**config.mk**
```make
export PLATFORM = sky130hd
export DESIGN_NAME = sharedRam_flat
export DESIGN_NICKNAME = d
export VERILOG_FILES = /design/src/hw/memBusPkg.sv /design/src/hw/memoryInterface.sv /design/src/hw/sharedRam.sv /design/src/flat_wrapper.sv
export SDC_FILE = /design/constraint.sdc
export NUM_CORES = 2
export LEC_CHECK = 0
export BUFFER_PORTS_ARGS = -buffer_cell sky130_fd_sc_hd__buf_2
export CORE_MARGIN = 4
export CORE_UTILIZATION = 55
export CTS_BUF_LIST = sky130_fd_sc_hd__clkbuf_8
export CTS_CLUSTER_SIZE = 10
export DETAILED_ROUTE_END_ITERATION = 8
export HOLD_SLACK_MARGIN = 0.02
export PLACE_DENSITY = 0.7
export SLEW_MARGIN = 20
export SYNTH_ARGS = -nofsm -noshare
export SYNTH_HDL_FRONTEND = slang
export SYNTH_SLANG_ARGS = --single-unit
```
**constraint.sdc**
```tcl
create_clock -name clk -period 3.7 [get_ports clk]
set_input_delay 0.555 -clock clk [delete_from_list [all_inputs] [get_ports clk]]
set_output_delay 0.555 -clock clk [all_outputs]
set_load 0.01 [all_outputs]
```
**src/hw/memBusPkg.sv**
```systemverilog
package memBusPkg;

	localparam int addressWidth = 8;
	localparam int dataWidth = 16;
	localparam int deviceCount = 4;

	// Cycles from accepting an access to the completion pulse.
	localparam int ramLatency = 2;
	localparam int ramDepth = 1 << addressWidth;

	localparam int deviceIndexWidth = $clog2(deviceCount);
	localparam int latencyCountWidth = $clog2(ramLatency + 1);

	typedef logic [addressWidth - 1:0] memAddress;
	typedef logic [dataWidth - 1:0] memData;

	// Numbers a device, used for the round-robin pointer.
	typedef logic [deviceIndexWidth - 1:0] deviceIndex;

	// One bit per device.
	typedef logic [deviceCount - 1:0] deviceMask;

	typedef logic [latencyCountWidth - 1:0] latencyCount;

	typedef enum logic [1:0] {
		ramIdle,
		ramBusy,
		ramDone
	} ramState;

endpackage : memBusPkg

```
**src/hw/memoryInterface.sv**
```systemverilog
`timescale 1ns/1ps

interface memoryInterface;

	memBusPkg::memAddress address;
	memBusPkg::memData dataOut; // Write data, master to slave.
	logic readEnabled;
	logic writeEnabled;

	memBusPkg::memData dataIn; // Read data, valid while functionComplete is high.
	logic functionComplete;

	// The master holds its enable until it has seen the one-cycle completion.
	modport master (
		output address,
		output dataOut,
		output readEnabled,
		output writeEnabled,
		input dataIn,
		input functionComplete
	);

	modport slave (
		input address,
		input dataOut,
		input readEnabled,
		input writeEnabled,
		output dataIn,
		output functionComplete
	);

endinterface : memoryInterface

```
**src/hw/sharedRam.sv**
```systemverilog
`timescale 1ns/1ps

module sharedRam (
	input logic clk,
	input logic rst,
	memoryInterface.slave ramPort
);

	memBusPkg::memData memory [memBusPkg::ramDepth];
	memBusPkg::ramState state;
	memBusPkg::latencyCount busyCount; // Cycles since acceptance.
	memBusPkg::memAddress addressReg;
	memBusPkg::memData readData;
	logic accept;

	assign accept = (state == memBusPkg::ramIdle) &&
		(ramPort.readEnabled || ramPort.writeEnabled);

	always_ff @(posedge clk) begin
		if (rst) begin
			state <= memBusPkg::ramIdle;
			busyCount <= '0;
		end else begin
			case (state)
				memBusPkg::ramIdle: begin
					if (accept) begin
						state <= memBusPkg::ramBusy;
						busyCount <= memBusPkg::latencyCount'(1);
					end
				end
				memBusPkg::ramBusy: begin
					if (busyCount == memBusPkg::latencyCount'(memBusPkg::ramLatency - 1)) begin
						state <= memBusPkg::ramDone;
					end else begin
						busyCount <= busyCount + 1'b1;
					end
				end
				// Enables are still up here, so nothing is accepted in this cycle.
				memBusPkg::ramDone: state <= memBusPkg::ramIdle;
				default: state <= memBusPkg::ramIdle;
			endcase
		end
	end

	always_ff @(posedge clk) begin
		if (accept) begin
			addressReg <= ramPort.address;
			if (ramPort.writeEnabled) begin
				memory[ramPort.address] <= ramPort.dataOut;
			end
		end
		if (state == memBusPkg::ramBusy) begin
			readData <= memory[addressReg];
		end
	end

	assign ramPort.functionComplete = state == memBusPkg::ramDone;
	assign ramPort.dataIn = (state == memBusPkg::ramDone) ? readData : '0;

	completePulse: assert property (
		@(posedge clk) disable iff (rst)
		ramPort.functionComplete |=> !ramPort.functionComplete
	) else $error("functionComplete held for more than one cycle.");

	// The granted device must hold its access until completion.
	holdDuringBusy: assert property (
		@(posedge clk) disable iff (rst)
		state == memBusPkg::ramBusy |->
			$stable(ramPort.readEnabled) && $stable(ramPort.writeEnabled) &&
			$stable(ramPort.address)
	) else $error("Access changed while the RAM was busy.");

endmodule : sharedRam

```
**src/flat_wrapper.sv**
```systemverilog
// flat-port wrapper written by rule: the top's interface ports become plain ports
module sharedRam_flat 
  (clk, rst, ramPort_address, ramPort_dataOut, ramPort_readEnabled, ramPort_writeEnabled, ramPort_dataIn, ramPort_functionComplete);
  memoryInterface ramPort_i ();
  input logic clk;
  input logic rst;
  input wire logic [$bits(ramPort_i.address)-1:0] ramPort_address;
  input wire logic [$bits(ramPort_i.dataOut)-1:0] ramPort_dataOut;
  input wire logic [$bits(ramPort_i.readEnabled)-1:0] ramPort_readEnabled;
  input wire logic [$bits(ramPort_i.writeEnabled)-1:0] ramPort_writeEnabled;
  output wire logic [$bits(ramPort_i.dataIn)-1:0] ramPort_dataIn;
  output wire logic [$bits(ramPort_i.functionComplete)-1:0] ramPort_functionComplete;
  assign ramPort_i.address = ramPort_address;
  assign ramPort_i.dataOut = ramPort_dataOut;
  assign ramPort_i.readEnabled = ramPort_readEnabled;
  assign ramPort_i.writeEnabled = ramPort_writeEnabled;
  assign ramPort_dataIn = ramPort_i.dataIn;
  assign ramPort_functionComplete = ramPort_i.functionComplete;
  sharedRam u_core (.clk(clk), .rst(rst), .ramPort(ramPort_i));
endmodule
```
==> impl_metrics.ini <==
[power_and_ir_drop]
internal-power_w = 0.07148
p_comb_frac = 0.089
pwr-share-clk = 0.365
swShare = 0.2438
seqPwrFrac = 0.546
leakage_nw = 58.68
p_switching_w = 0.02305
vdd_ir_drop_max_uv = 367.8
power_density_nw_per_um2 = 524.3

[clock_network]
post_cts_buffers = 0
cts_root_buf = clkbuf_8
clkTransAtPathRegs_ns = 0.07
clock_sinks = 4124
htreeDepth = 6
tritoncts = built
clk_latency_ns = 1.18
ctsLongestPathBuffers = 4
cts_made_buffers = 637

[synthesis]
synthTopCellsByCount = edfxtp_1, mux4_2, mux2i_1
synth-seq-cells = 4124
synth_fa_ha_area_frac = 0.00007868
synth_area_leaders = edfxtp_1, mux4_2, mux2i_1
synth_async_sr_flop_share = 0
syn_inst = 7326
ys.flop_type = edfxtp_1
synth_top_area_cell = edfxtp_1
synth_edf_count = 4120
synth_xor_xnor_area_share = 0
synth-warning-count = 0
synthMuxAreaShare = 0.1451
ys_types = 62
synth_top_cell_area_share = 0.7780
synth-simple-area-share = 0.01615
synth_nets = 7355
synth_compound_area_frac = 0.04106
yosysMostFrequentCell = edfxtp_1
synth.avg_cell_area_um2 = 21.71
synth_top_family_by_area = multiplexers
syn-cell-area_um2 = 159000
yosysSeqAreaShare = 0.7785

[floorplanning]
core_um2 = 287900
die_area_um2 = 297800
ios = 45
die_w_um = 545.7
start_util = 0.5524
die_h_um = 545.7
row_count = 197

[drt]
drtIter0Drc = 12400
vias_per_cell = 6.536
first_pass_iters = 6
vias = 82590
wire_per_inst_um = 33.30
wirelength_mm = 420.8
antenna_left = 0
drc_errors = 0

[layout]
post-route-util = 0.6262
fillers = 19250
final_cell_area_um2 = 180300
drive_gt1_frac = 0.2802
syn_to_final_growth_pct = 13.37
num-nets-final = 8396
register_area_um2 = 123800
multi_input_area_um2 = 32550

[hold_path]
min_to = u_core.state[0]
min-delay-start = rst
hp-class = in -> reg
holdPathStages = 3

[setup_path]
cp-start-kind = flop
crit_type = reg -> reg
crit_path_max_incr_delay_ns = 0.85
crit_chain = buf_12, nor2b_4, a22oi_1, a21oi_1, buf_4, nor4_2, buf_4, nor2_1, nor4b_2
timing.rr.end = u_core.readData[1]
r2r_start = u_core.addressReg[3]
reg2reg_depth = 9
cp_slowest_cell = nor2b_4
crit_path_max_fanout = 29
worst_path_most_repeated_cell = buf_4
worstPathArrival_ns = 4.79
worstSetupEndpointType = flop
r2r_slack_ns = -0.08
cp.required_ns = 4.71

[timing]
finalSetupViolCount = 1
tightest_slew_ns = 1.236
worst_hold_slack_ns = 0.2277
fmax_ghz = 0.2642
fin_crit_ns = 3.785
finalCritPeriodShare = 1.023
finClkSkew_ns = 0.06521
slew_headroom = 0.1758
drv_slew = 0
hold_viol = 0
fin_ws_ns = -0.08485
rsz0062_at_grt = no

[place]
io_buffers = 44
place_ws_ns = -0.1493
dpl_cell_area_um2 = 168500
finalWeightedCongestion = 0.9524
hpwlAfterDp_mm = 258.1

[global_routing]
grt_pass1_vias = 82390
antenna_found_initial = 19
track_usage = 0.2799
grt_max_degree = 128
grt_pass1_wl_mm = 601.1
grt-ovfl-total = 0

[status]
status = finished with violations
violations = setup timing

[run]
maxCapViolCount = 0
-- logic make-up (layout without fill, tap and decap cells) --
logic type / after synthesis / in the layout
buffers and inverters: 449 / 1969
AND/OR/NAND/NOR: 555 / 555
flip-flops: 4124 / 4124
other: 0 / 9
adder cells (fa/ha/maj): 1 / 1
multiplexers: 1286 / 1286
AO/OA/AOI/OAI: 911 / 911
-- critical path, delay by kind of cell, from the launching register on --
family                 cells  cell delay, ns
AND/OR/NAND/NOR            4            1.67
buffers and inverters      3            0.58
AO/OA/AOI/OAI              2            0.85
flip-flops                 1            0.42
-- per-stage QoR --
step           setup TNS, ns  instances  power, W
6_report            -0.08485      12640   0.09453
5_1_grt                    0      12630   0.09761
4_1_cts                    0      12630   0.09491
3_5_place_dp         -0.4127      11480   0.06086
3_3_place_gp          -1.280      11480   0.06074
2_1_floorplan              0       7326   0.05719
-- power groups by stage --
stage               logic [W]  registers, W  clock network, W
floorplan             0.00467        0.0525                 0
global placement      0.00818        0.0526                 0
detailed placement    0.00829        0.0526                 0
CTS                   0.00835        0.0516            0.0350
global route          0.00875        0.0516            0.0373
finish                0.00842        0.0516            0.0345
-- state kept, by name, indices dropped and copies added (netlist names) --
register	count
u_core.memory	4096
u_core.state	2
u_core.addressReg	8
u_core.busyCount	2
u_core.readData	16
-- timing repair --
| action | CTS | global route |
|---|---|---|
| hold buffers | 25 | 0 |
| cloned | 0 | 0 |
| gates resized for setup | 7 | 9 |
| endpoints found under the setup margin | 6 | 8 |
| endpoints found under the hold margin | 1090 | 0 |
| pin swaps | 0 | 1 |
-- per-layer routing --
layer  wire length (µm)  global-route usage  vias to the layer above
met2             199700              0.4330                     5287
met1             154500              0.3876                    43050
met5                 29                   0                        -
met3              44410             0.05657                      870
met4              22160              0.1346                        4
li1                   -                   -                    33380
-- final cells by class --
cell class,count,share of cell area
antenna,9,0.0001249
tap,3781,0.02624
timing repair buffer,845,0.04317
sequential,4124,0.6867
clock buffer,644,0.04916
clock inverter,474,0.01389
multi-input combinational,2753,0.1806
inverter,6,0.0001527
-- how the worst max path moves through the flow --
| stage | slack [ns] | startpoint | cells after the start | endpoint |
|---|---|---|---|---|
| after global placement | -0.45 | u_core.addressReg[0] | 9 | u_core.readData[11] |
| after CTS | 0.02 | u_core.addressReg[1] | 10 | u_core.readData[8] |
| final | -0.08 | u_core.addressReg[3] | 9 | u_core.readData[1] |
| after detailed placement | -0.15 | u_core.addressReg[0] | 9 | u_core.readData[14] |
| after global routing | 0.004 | u_core.addressReg[3] | 9 | u_core.readData[1] |
| after floorplan | 1.15 | ramPort_writeEnabled | 5 | u_core.memory[221][0] |
-- cell usage in the layout, fill, tap and decap left out, drive strengths merged, types with 25 or more instances in the layout --
cell / n
clkbuf: 644
nor3: 62
inv: 264
a211oi: 29
buf: 820
o221ai: 207
nor2: 295
o22ai: 100
nand3: 38
a21oi: 195
o21ai: 64
clkinv: 208
mux4: 815
edfxtp: 4120
a22oi: 178
dlygate4sd3: 25
nand2: 62
a22o: 36
o211ai: 27
mux2i: 471
(Power assumes the default switching activity.)
